## src/logic/deskew_pkg.sv

```systemverilog
package deskew_pkg;

   // image side and pixel counter width
   localparam int DIM_W = 9;

   // signed source coordinate from the xp generator
   localparam int COORD_W = 15;

   // scan to accumulate delay per pass
   localparam int RAW_FEED_LAT = 2;
   localparam int MU_FEED_LAT  = 5;   // extra subtract stages

   // multiplier latencies
   localparam int M02_LAT    = 3;
   localparam int P_MULT_LAT = 2;

   // latency counters
   localparam int M02_CNT_W = $clog2(M02_LAT + 1);
   localparam int P_CNT_W   = $clog2(P_MULT_LAT + 1);

   localparam logic [M02_CNT_W-1:0] M02_CNT_MAX = M02_CNT_W'(M02_LAT);
   localparam logic [P_CNT_W-1:0]   P_CNT_MAX   = P_CNT_W'(P_MULT_LAT);

endpackage
```

## src/logic/deskew_ctrl.sv

```systemverilog
module deskew_ctrl
(
   input  logic                                 clk,
   input  logic                                 rst_n,
   input  logic [deskew_pkg::DIM_W-1:0]          img_dim,
   input  logic                                 start,
   input  logic                                 div_res_vld,
   input  logic                                 skew_dvd_rdy,
   input  logic                                 skew_dvs_rdy,
   input  logic                                 skew_res_vld,
   input  logic signed [deskew_pkg::COORD_W-1:0] xp_r,
   output logic                                 busy,
   output logic                                 deskew_done,
   output logic                                 m_clr,
   output logic                                 m_scan_en,
   output logic                                 m_accum_en,
   output logic                                 div_valid,
   output logic                                 div_sel,
   output logic                                 x_mc_en,
   output logic                                 y_mc_en,
   output logic                                 mu_clr,
   output logic                                 mu_scan_en,
   output logic                                 mu_accum_en,
   output logic                                 skew_vld,
   output logic                                 skew_r_en,
   output logic                                 m02_mult_en,
   output logic                                 m02_r_en,
   output logic                                 xp_gen_en,
   output logic                                 p_addr_en,
   output logic                                 pix_rd_en,
   output logic                                 p_rd_sel,
   output logic                                 interp_en,
   output logic                                 p_r_en,
   output logic                                 p_val_sel,
   output logic                                 pix_wr_en
);

   logic start_ok;   // start taken only between frames
   logic raw_done;
   logic cen_done;
   logic mu_done;
   logic skew_done;

   assign start_ok = start && !busy;

   always_ff @(posedge clk or negedge rst_n)
   begin
      if (!rst_n)
         busy <= 1'b0;
      else if (start_ok)
         busy <= 1'b1;
      else if (deskew_done)
         busy <= 1'b0;
   end

   moment_pass_seq #(.FEED_LAT(deskew_pkg::RAW_FEED_LAT)) i_raw_pass
   (
      .clk (clk), .rst_n (rst_n), .img_dim (img_dim), .start (start_ok),
      .clr (m_clr), .scan_en (m_scan_en), .accum_en (m_accum_en), .done (raw_done)
   );

   centroid_div_seq i_centroid
   (
      .clk (clk), .rst_n (rst_n), .start (raw_done), .div_res_vld (div_res_vld),
      .div_valid (div_valid), .div_sel (div_sel), .x_mc_en (x_mc_en),
      .y_mc_en (y_mc_en), .done (cen_done)
   );

   // central moments reuse the pass sequencer with the longer subtract path
   moment_pass_seq #(.FEED_LAT(deskew_pkg::MU_FEED_LAT)) i_mu_pass
   (
      .clk (clk), .rst_n (rst_n), .img_dim (img_dim), .start (cen_done),
      .clr (mu_clr), .scan_en (mu_scan_en), .accum_en (mu_accum_en), .done (mu_done)
   );

   skew_seq i_skew
   (
      .clk (clk), .rst_n (rst_n), .start (mu_done),
      .skew_dvd_rdy (skew_dvd_rdy), .skew_dvs_rdy (skew_dvs_rdy),
      .skew_res_vld (skew_res_vld), .skew_vld (skew_vld), .skew_r_en (skew_r_en),
      .m02_mult_en (m02_mult_en), .m02_r_en (m02_r_en), .done (skew_done)
   );

   resample_seq i_resample
   (
      .clk (clk), .rst_n (rst_n), .img_dim (img_dim), .start (skew_done), .xp_r (xp_r),
      .xp_gen_en (xp_gen_en), .p_addr_en (p_addr_en), .pix_rd_en (pix_rd_en),
      .p_rd_sel (p_rd_sel), .interp_en (interp_en), .p_r_en (p_r_en),
      .p_val_sel (p_val_sel), .pix_wr_en (pix_wr_en), .done (deskew_done)
   );

endmodule

```

## src/logic/resample_seq.sv

```systemverilog
module resample_seq
(
   input  logic                                 clk,
   input  logic                                 rst_n,
   input  logic [deskew_pkg::DIM_W-1:0]          img_dim,
   input  logic                                 start,
   input  logic signed [deskew_pkg::COORD_W-1:0] xp_r,
   output logic                                 xp_gen_en,
   output logic                                 p_addr_en,
   output logic                                 pix_rd_en,
   output logic                                 p_rd_sel,
   output logic                                 interp_en,
   output logic                                 p_r_en,
   output logic                                 p_val_sel,
   output logic                                 pix_wr_en,
   output logic                                 done
);

   typedef enum logic [3:0]
   {
      IDLE, GEN, WAIT_XP, CHECK, ADDR, RD0, RD1, INTERP, PVAL, WRITE
   } rs_state_t;

   rs_state_t                      state;
   logic [deskew_pkg::P_CNT_W-1:0] cnt;
   logic [deskew_pkg::COORD_W-1:0] dim_lim;
   logic                           in_img;
   logic                           last;

   assign dim_lim = {{(deskew_pkg::COORD_W - deskew_pkg::DIM_W){1'b0}}, img_dim} - 1'b1;
   assign in_img  = !xp_r[deskew_pkg::COORD_W-1] && ($unsigned(xp_r) < dim_lim);

   // output pixel position
   pixel_scan i_out_scan
   (
      .clk     (clk),
      .rst_n   (rst_n),
      .clr     (start),
      .step    (pix_wr_en),
      .img_dim (img_dim),
      .x_cnt   (),
      .y_cnt   (),
      .last    (last)
   );

   always_ff @(posedge clk or negedge rst_n)
   begin
      if (!rst_n)
      begin
         state     <= IDLE;
         cnt       <= '0;
         xp_gen_en <= 1'b0;
         p_addr_en <= 1'b0;
         pix_rd_en <= 1'b0;
         p_rd_sel  <= 1'b0;
         interp_en <= 1'b0;
         p_r_en    <= 1'b0;
         p_val_sel <= 1'b0;
         pix_wr_en <= 1'b0;
         done      <= 1'b0;
      end
      else
      begin
         xp_gen_en <= 1'b0;
         p_addr_en <= 1'b0;
         p_r_en    <= 1'b0;
         pix_wr_en <= 1'b0;
         done      <= 1'b0;
         case (state)
            IDLE:
               if (start)
               begin
                  xp_gen_en <= 1'b1;
                  state     <= GEN;
               end
            GEN:     state <= WAIT_XP;
            WAIT_XP: state <= CHECK;   // xp_r valid from here on
            CHECK:
               if (in_img)
               begin
                  p_addr_en <= 1'b1;
                  state     <= ADDR;
               end
               else
               begin
                  p_r_en    <= 1'b1;   // fill value
                  p_val_sel <= 1'b0;
                  state     <= PVAL;
               end
            ADDR:
            begin
               pix_rd_en <= 1'b1;
               p_rd_sel  <= 1'b0;
               state     <= RD0;
            end
            RD0:
            begin
               p_rd_sel <= 1'b1;   // second neighbour
               state    <= RD1;
            end
            RD1:
            begin
               pix_rd_en <= 1'b0;
               p_rd_sel  <= 1'b0;
               interp_en <= 1'b1;
               cnt       <= '0;
               state     <= INTERP;
            end
            INTERP:
               if (cnt == deskew_pkg::P_CNT_MAX)
               begin
                  interp_en <= 1'b0;
                  p_r_en    <= 1'b1;
                  p_val_sel <= 1'b1;
                  state     <= PVAL;
               end
               else
                  cnt <= cnt + 1'b1;
            PVAL:
            begin
               pix_wr_en <= 1'b1;
               state     <= WRITE;
            end
            default:
               if (last)
               begin
                  done  <= 1'b1;
                  state <= IDLE;
               end
               else
               begin
                  xp_gen_en <= 1'b1;
                  state     <= GEN;
               end
         endcase
      end
   end

   a_pval_interp: assert property (@(posedge clk) disable iff (!rst_n)
      !(p_r_en && interp_en));

endmodule

```

## src/logic/skew_seq.sv

```systemverilog
module skew_seq
(
   input  logic clk,
   input  logic rst_n,
   input  logic start,
   input  logic skew_dvd_rdy,
   input  logic skew_dvs_rdy,
   input  logic skew_res_vld,
   output logic skew_vld,
   output logic skew_r_en,
   output logic m02_mult_en,
   output logic m02_r_en,
   output logic done
);

   typedef enum logic [2:0] {IDLE, PRESENT, WAIT_RES, SKEW_ST, MULT, M02_ST} skew_state_t;

   skew_state_t                      state;
   logic [deskew_pkg::M02_CNT_W-1:0] cnt;

   always_ff @(posedge clk or negedge rst_n)
   begin
      if (!rst_n)
      begin
         state       <= IDLE;
         cnt         <= '0;
         skew_vld    <= 1'b0;
         skew_r_en   <= 1'b0;
         m02_mult_en <= 1'b0;
         m02_r_en    <= 1'b0;
         done        <= 1'b0;
      end
      else
      begin
         skew_r_en <= 1'b0;
         m02_r_en  <= 1'b0;
         done      <= 1'b0;
         case (state)
            IDLE:
               if (start)
               begin
                  skew_vld <= 1'b1;
                  state    <= PRESENT;
               end
            PRESENT:
               if (skew_dvd_rdy && skew_dvs_rdy)   // both divider ports take the operands
               begin
                  skew_vld <= 1'b0;
                  state    <= WAIT_RES;
               end
            WAIT_RES:
               if (skew_res_vld)
               begin
                  skew_r_en <= 1'b1;
                  state     <= SKEW_ST;
               end
            SKEW_ST:
            begin
               m02_mult_en <= 1'b1;
               cnt         <= '0;
               state       <= MULT;
            end
            MULT:
               if (cnt == deskew_pkg::M02_CNT_MAX)
               begin
                  m02_mult_en <= 1'b0;
                  m02_r_en    <= 1'b1;   // product settled
                  state       <= M02_ST;
               end
               else
                  cnt <= cnt + 1'b1;
            default:
            begin
               done  <= 1'b1;
               state <= IDLE;
            end
         endcase
      end
   end

   a_skew_hold: assert property (@(posedge clk) disable iff (!rst_n)
      $fell(skew_vld) |-> $past(skew_dvd_rdy && skew_dvs_rdy));

endmodule

```

## src/logic/centroid_div_seq.sv

```systemverilog
module centroid_div_seq
(
   input  logic clk,
   input  logic rst_n,
   input  logic start,
   input  logic div_res_vld,
   output logic div_valid,
   output logic div_sel,
   output logic x_mc_en,
   output logic y_mc_en,
   output logic done
);

   typedef enum logic [2:0] {IDLE, LAUNCH, WAIT_RES, X_CAP, Y_CAP} cen_state_t;

   cen_state_t state;

   always_ff @(posedge clk or negedge rst_n)
   begin
      if (!rst_n)
      begin
         state     <= IDLE;
         div_valid <= 1'b0;
         div_sel   <= 1'b0;
         x_mc_en   <= 1'b0;
         y_mc_en   <= 1'b0;
         done      <= 1'b0;
      end
      else
      begin
         div_valid <= 1'b0;
         x_mc_en   <= 1'b0;
         y_mc_en   <= 1'b0;
         done      <= 1'b0;
         case (state)
            IDLE:
               if (start)
               begin
                  div_valid <= 1'b1;   // operands for x go out with sel 0
                  div_sel   <= 1'b0;
                  state     <= LAUNCH;
               end
            LAUNCH:
            begin
               div_sel <= 1'b1;
               state   <= WAIT_RES;
            end
            WAIT_RES:
               if (div_res_vld)
               begin
                  x_mc_en <= 1'b1;
                  state   <= X_CAP;
               end
            X_CAP:
            begin
               y_mc_en <= 1'b1;   // y quotient one cycle behind x
               done    <= 1'b1;
               state   <= Y_CAP;
            end
            default:
            begin
               div_sel <= 1'b0;
               state   <= IDLE;
            end
         endcase
      end
   end

endmodule

```

## src/logic/moment_pass_seq.sv

```systemverilog
module moment_pass_seq
#(
   parameter int FEED_LAT = deskew_pkg::RAW_FEED_LAT
)
(
   input  logic                        clk,
   input  logic                        rst_n,
   input  logic [deskew_pkg::DIM_W-1:0] img_dim,
   input  logic                        start,
   output logic                        clr,
   output logic                        scan_en,
   output logic                        accum_en,
   output logic                        done
);

   logic                active;
   logic                last;
   logic [FEED_LAT-1:0] feed_sr;    // scan_en delayed through the read pipeline
   logic [FEED_LAT:0]   feed_tap;

   assign feed_tap = {feed_sr, scan_en};
   assign accum_en = feed_tap[FEED_LAT];

   pixel_scan i_scan
   (
      .clk     (clk),
      .rst_n   (rst_n),
      .clr     (clr),
      .step    (scan_en),
      .img_dim (img_dim),
      .x_cnt   (),
      .y_cnt   (),
      .last    (last)
   );

   always_ff @(posedge clk or negedge rst_n)
   begin
      if (!rst_n)
      begin
         active  <= 1'b0;
         clr     <= 1'b0;
         scan_en <= 1'b0;
         feed_sr <= '0;
         done    <= 1'b0;
      end
      else
      begin
         clr     <= start && !active;
         feed_sr <= feed_tap[FEED_LAT-1:0];
         done    <= feed_tap[FEED_LAT] && !feed_tap[FEED_LAT-1];   // accum_en about to fall

         if (start && !active)
            active <= 1'b1;
         else if (feed_tap[FEED_LAT] && !feed_tap[FEED_LAT-1])
            active <= 1'b0;

         if (clr)
            scan_en <= 1'b1;
         else if (scan_en && last)
            scan_en <= 1'b0;
      end
   end

   // accumulation only ever belongs to a started pass
   a_accum_started: assert property (@(posedge clk) disable iff (!rst_n)
      $rose(accum_en) |-> active);

endmodule

```

## src/logic/pixel_scan.sv

```systemverilog
module pixel_scan
(
   input  logic                        clk,
   input  logic                        rst_n,
   input  logic                        clr,
   input  logic                        step,
   input  logic [deskew_pkg::DIM_W-1:0] img_dim,
   output logic [deskew_pkg::DIM_W-1:0] x_cnt,
   output logic [deskew_pkg::DIM_W-1:0] y_cnt,
   output logic                        last
);

   logic [deskew_pkg::DIM_W-1:0] dim_m1;

   assign dim_m1 = img_dim - 1'b1;
   assign last   = (x_cnt == dim_m1) && (y_cnt == dim_m1);

   always_ff @(posedge clk or negedge rst_n)
   begin
      if (!rst_n)
      begin
         x_cnt <= '0;
         y_cnt <= '0;
      end
      else if (clr)
      begin
         x_cnt <= '0;
         y_cnt <= '0;
      end
      else if (step)
      begin
         if (x_cnt == dim_m1)
         begin
            x_cnt <= '0;
            y_cnt <= last ? '0 : y_cnt + 1'b1;   // wrap back to origin after last pixel
         end
         else
            x_cnt <= x_cnt + 1'b1;
      end
   end

   a_dim_min: assert property (@(posedge clk) disable iff (!rst_n)
      step |-> img_dim >= deskew_pkg::DIM_W'(2));

endmodule

```

## config.mk

```make
export PLATFORM = sky130hd
export DESIGN_NAME = deskew_ctrl
export DESIGN_NICKNAME = d
export VERILOG_FILES = /design/src/logic/deskew_pkg.sv /design/src/logic/deskew_ctrl.sv /design/src/logic/resample_seq.sv /design/src/logic/skew_seq.sv /design/src/logic/centroid_div_seq.sv /design/src/logic/moment_pass_seq.sv /design/src/logic/pixel_scan.sv
export SDC_FILE = /design/constraint.sdc
export NUM_CORES = 1
export LEC_CHECK = 0
export ABC_AREA = 1
export BUFFER_PORTS_ARGS = -buffer_cell sky130_fd_sc_hd__buf_2
export CORE_MARGIN = 3
export CORE_UTILIZATION = 65
export CTS_CLUSTER_SIZE = 8
export DETAILED_ROUTE_END_ITERATION = 16
export PLACE_DENSITY = 0.82
export SLEW_MARGIN = 20
export SYNTH_ARGS = -nofsm -noshare
export SYNTH_HDL_FRONTEND = slang
export SYNTH_HIERARCHICAL = 1
export SYNTH_SLANG_ARGS = --single-unit
```

## constraint.sdc

```tcl
create_clock -name clk -period 4.8 [get_ports clk]
set_clock_uncertainty 0.05 [all_clocks]
set_input_delay 0.24 -clock clk [delete_from_list [all_inputs] [get_ports clk]]
set_output_delay 0.24 -clock clk [all_outputs]
set_load 0.01 [all_outputs]
```

==> run_results.csv <==
group,metric,value,unit
clock_network,cts_tree,"built",
detailed_routing,dr_total_vias,6343,
yosys,synth_adder_area_share,0.0467,
grt,grt_pass1_vias,5845,
clock_network,ctsResizeCount,0,
finish,area_delta_synth_final,8.51,%
yosys,synth_xor_area_frac,0.0729,
yosys,yosys_most_used_dff,"dfrtp_1",
setup_path,cp-startpoint,"img_dim[0]",
floorplan,num_rows,37,
power,pwr-share-seq,0.461,
min_path,hold_path_class,"in2reg",
detailed_routing,drt_iter0_drc,463,
power,vdd_drop_max,302,uV
min_path,holdPathStages,3,
timing,max_slew.worst_pin.slew,0.775,ns
clock_network,cts_htree_levels,3,
setup_path,r2r_end,"i_resample/state[0]",
timing,rsz0062_at_grt,"no",
setup_path,r2r_setup_slack,2.68,ns
yosys,synth_cells,991,
power,netSwitchingPower,1.08,mW
run_status,status,"finished, final reports clean",
finish,multi_input_area,3770,sq um
grt,grt_first_pass_wirelength,26300,um
power,pwr-share-comb,0.345,
clock_network,cts_root_buf,"clkbuf_8",
timing,maxSlewViolCount,0,
grt,grt.overflow.total,0,
timing,setup_viol,0,
timing,slew_headroom,0.483,
detailed_routing,drt-pass1-iter-count,5,
finish,drive_gt1_frac,0.111,
yosys,ys_warn_count,6,
finish,nets,1106,
detailed_routing,ant_nets,0,
grt,antenna_found_initial,0,
detailed_routing,viasPerCell,5.33,
placement,io_buffer_count,54,
setup_path,arrival,2.59,ns
yosys,muxShareOfSynthArea,0,
floorplan,ioPinCount,55,
clock_network,clk_latency,0.38,ns
clock_network,clkTransAtPathRegs,0.10,ns
power,finalPower,2.70,mW
finish,fillers,892,
yosys,synth_cell_types,36,
clock_network,cts_buffer_depth,2,
setup_path,cp-end-kind,"register",
yosys,synth-edff-count,0,
power,power.density,356,nW/um^2
finish,antennaDiodeCount,0,
yosys,syn-mean-instance-area,7.04,sq um
power,leakage,4.01,nW
timing,hold_ws,0.0328,ns
timing,fin_crit,2.37,ns
clock_network,cts_made_buffers,9,
placement,routabilityCongestion,1.04,
timing,max_freq,0.422,GHz
timing,final.setup.tns,0,ns
detailed_routing,drt_wl_total,15800,um
power,p_clk_frac,0.194,
floorplan,start_util,0.672,
finish,final_util,0.729,
timing,hold_violations,0,
yosys,synth_area,6970,sq um
setup_path,critical_path_peak_fanout,13,
floorplan,dieArea,12000,sq um
grt,track_usage,0.277,
yosys,yosys.area_share.simple,0.357,
floorplan,dieHeight,110,um
grt,grt_max_degree,62,
min_path,holdPathEnd,"i_skew/skew_r_en",
clock_network,clkSinkCount,102,
yosys,yosysSeqAreaShare,0.366,
yosys,async_reset_ff_frac,1.00,
yosys,synth.ff_latch_count,102,
yosys,syn-num-nets,1048,
setup_path,start_kind,"primary input",
detailed_routing,post-route-drc-count,0,
setup_path,cp.required,5.02,ns
floorplan,core_area,10400,sq um
min_path,hp-start,"skew_res_vld",
floorplan,die_width,110,um
detailed_routing,wl_per_cell,13.2,um
placement,dp_hpwl,11700,um
yosys,synth_top_family_by_area,"simple AND/OR/NAND/NOR gates",
yosys,synth_compound_area_frac,0.0653,
timing,min_period_over_period,0.494,
power,swShare,0.401,
finish,regArea,2550,sq um
job,maxCapViolations,0,
setup_path,rr_worst_depth,14,
setup_path,worstSetupPathType,"in2reg",
setup_path,reg2reg_from,"i_resample/i_out_scan/x_cnt[0]",
power,p_int,1.61,mW
-- logic make-up after synthesis --
group                    Yosys count
buffers and inverters            163
AO/OA/AOI/OAI                     75
AND/OR/NAND/NOR                  567
adder cells (fa/ha/maj)           26
XOR/XNOR                          58
flip-flops                       102
-- placed cells by master, fill, tap and decap left out, drive strengths merged --
cell,count
nand2,265
inv,153
nand3,143
nor2,126
dfrtp,102
xor2,57
o21ai,56
buf,55
ha,26
nand4,14
nor3,14
clkbuf,12
a21oi,11
nand3b,4
clkinv,4
o22ai,3
dlygate4sd3,2
o21bai,2
o31ai,2
xnor2,1
and2b,1
o21a,1
-- what timing repair did --
action | 4_1_cts | 5_1_grt
hold buffers | 2 | 0
buffers inserted | 0 | 0
hold endpoints to repair | 42 | 0
-- synth_stat cells (2+ instances only) --
cell type  number  share of area
a21oi_1        10         0.0072
buf_2           3         0.0022
buf_6           3         0.0048
clkbuf_1        3         0.0016
clkinv_1        3         0.0016
dfrtp_1       102           0.37
ha_1           26          0.047
inv_1         143          0.077
inv_2           6         0.0032
nand2_1       255           0.14
nand2_2         9         0.0081
nand3_1       143           0.10
nand3b_1        4         0.0043
nand4_1        14          0.013
nor2_1        107          0.058
nor2_2         14          0.013
nor2_4          5         0.0081
nor3_1         13         0.0093
o21ai_0        12         0.0086
o21ai_1        37          0.027
o21ai_2         4         0.0050
o21ai_4         3         0.0070
o21bai_1        2         0.0022
o22ai_1         2         0.0018
xor2_1         57          0.072
-- worst max-delay path by stage --
stage | end | slack (ns) | cells past startpoint
final | i_resample/state[0] | 2.43 | 17
after global routing | i_resample/state[0] | 2.21 | 17
after CTS | i_resample/state[0] | 2.51 | 17
after detailed placement | i_resample/state[0] | 2.10 | 17
after global placement | i_resample/state[0] | 2.16 | 17
after floorplan | i_resample/state[0] | 2.78 | 17
-- sequential cells by signal, indices dropped and copies added (netlist names), 2 cells and up --
| name | flops |
|---|---|
| i_mu_pass/feed_sr | 5 |
| i_resample/cnt | 2 |
| i_centroid/state | 3 |
| i_resample/state | 4 |
| i_mu_pass/i_scan/x_cnt | 9 |
| i_mu_pass/i_scan/y_cnt | 9 |
| i_raw_pass/feed_sr | 2 |
| i_resample/i_out_scan/x_cnt | 9 |
| i_raw_pass/i_scan/x_cnt | 9 |
| i_raw_pass/i_scan/y_cnt | 9 |
| i_skew/cnt | 2 |
| i_resample/i_out_scan/y_cnt | 9 |
| i_skew/state | 3 |
-- routing by layer --
metal | track usage | up-vias | wire length, um
met3 | 0.0611 | 33 | 1060
met2 | 0.445 | 171 | 7300
met1 | 0.373 | 2884 | 7050
met5 | 0 | - | 0
li1 | - | 3255 | -
met4 | 0.0882 | 0 | 358
-- critical path, stage by stage --
cell     delay (ns)
buf_2          0.33
inv_1          0.15
ha_1           0.32
inv_1          0.10
nand2_1        0.07
nand3_1        0.10
nand2_1        0.06
nor2_1         0.08
nand2_1        0.05
nor2_1         0.08
nand3_1        0.08
nor2_2         0.18
nand2_1        0.26
inv_1          0.16
inv_1          0.07
o22ai_1        0.17
o21ai_2        0.08
-- area by class of cell --
| class | instances | share of cell area |
|---|---|---|
| multi-input combinational | 726 | 0.499 |
| sequential | 102 | 0.337 |
| inverter | 153 | 0.0762 |
| timing repair buffer | 57 | 0.0397 |
| tap | 136 | 0.0225 |
| clock buffer | 12 | 0.0205 |
| clock inverter | 4 | 0.00463 |
-- per-stage QoR --
step / instance area [sq um] / setup slack [ns] / cells
detailed placement: 7350 / 2.10 / 1172
global route: 7560 / 2.21 / 1190
global placement: 7350 / 2.16 / 1172
CTS: 7560 / 2.51 / 1190
finish: 7560 / 2.43 / 1190
floorplan: 6970 / 2.78 / 991
-- power by group through the flow --
| stage | Combinational [mW] | Clock [mW] | Sequential [mW] |
|---|---|---|---|
| 3_5_place_dp | 0.920 | 0 | 1.25 |
| 5_1_grt | 1.07 | 0.580 | 1.27 |
| 6_report | 0.929 | 0.524 | 1.24 |
| 4_1_cts | 0.928 | 0.543 | 1.24 |
| 3_3_place_gp | 0.894 | 0 | 1.25 |
| 2_1_floorplan | 0.686 | 0 | 1.22 |
Power figures use the tool's default switching activity.
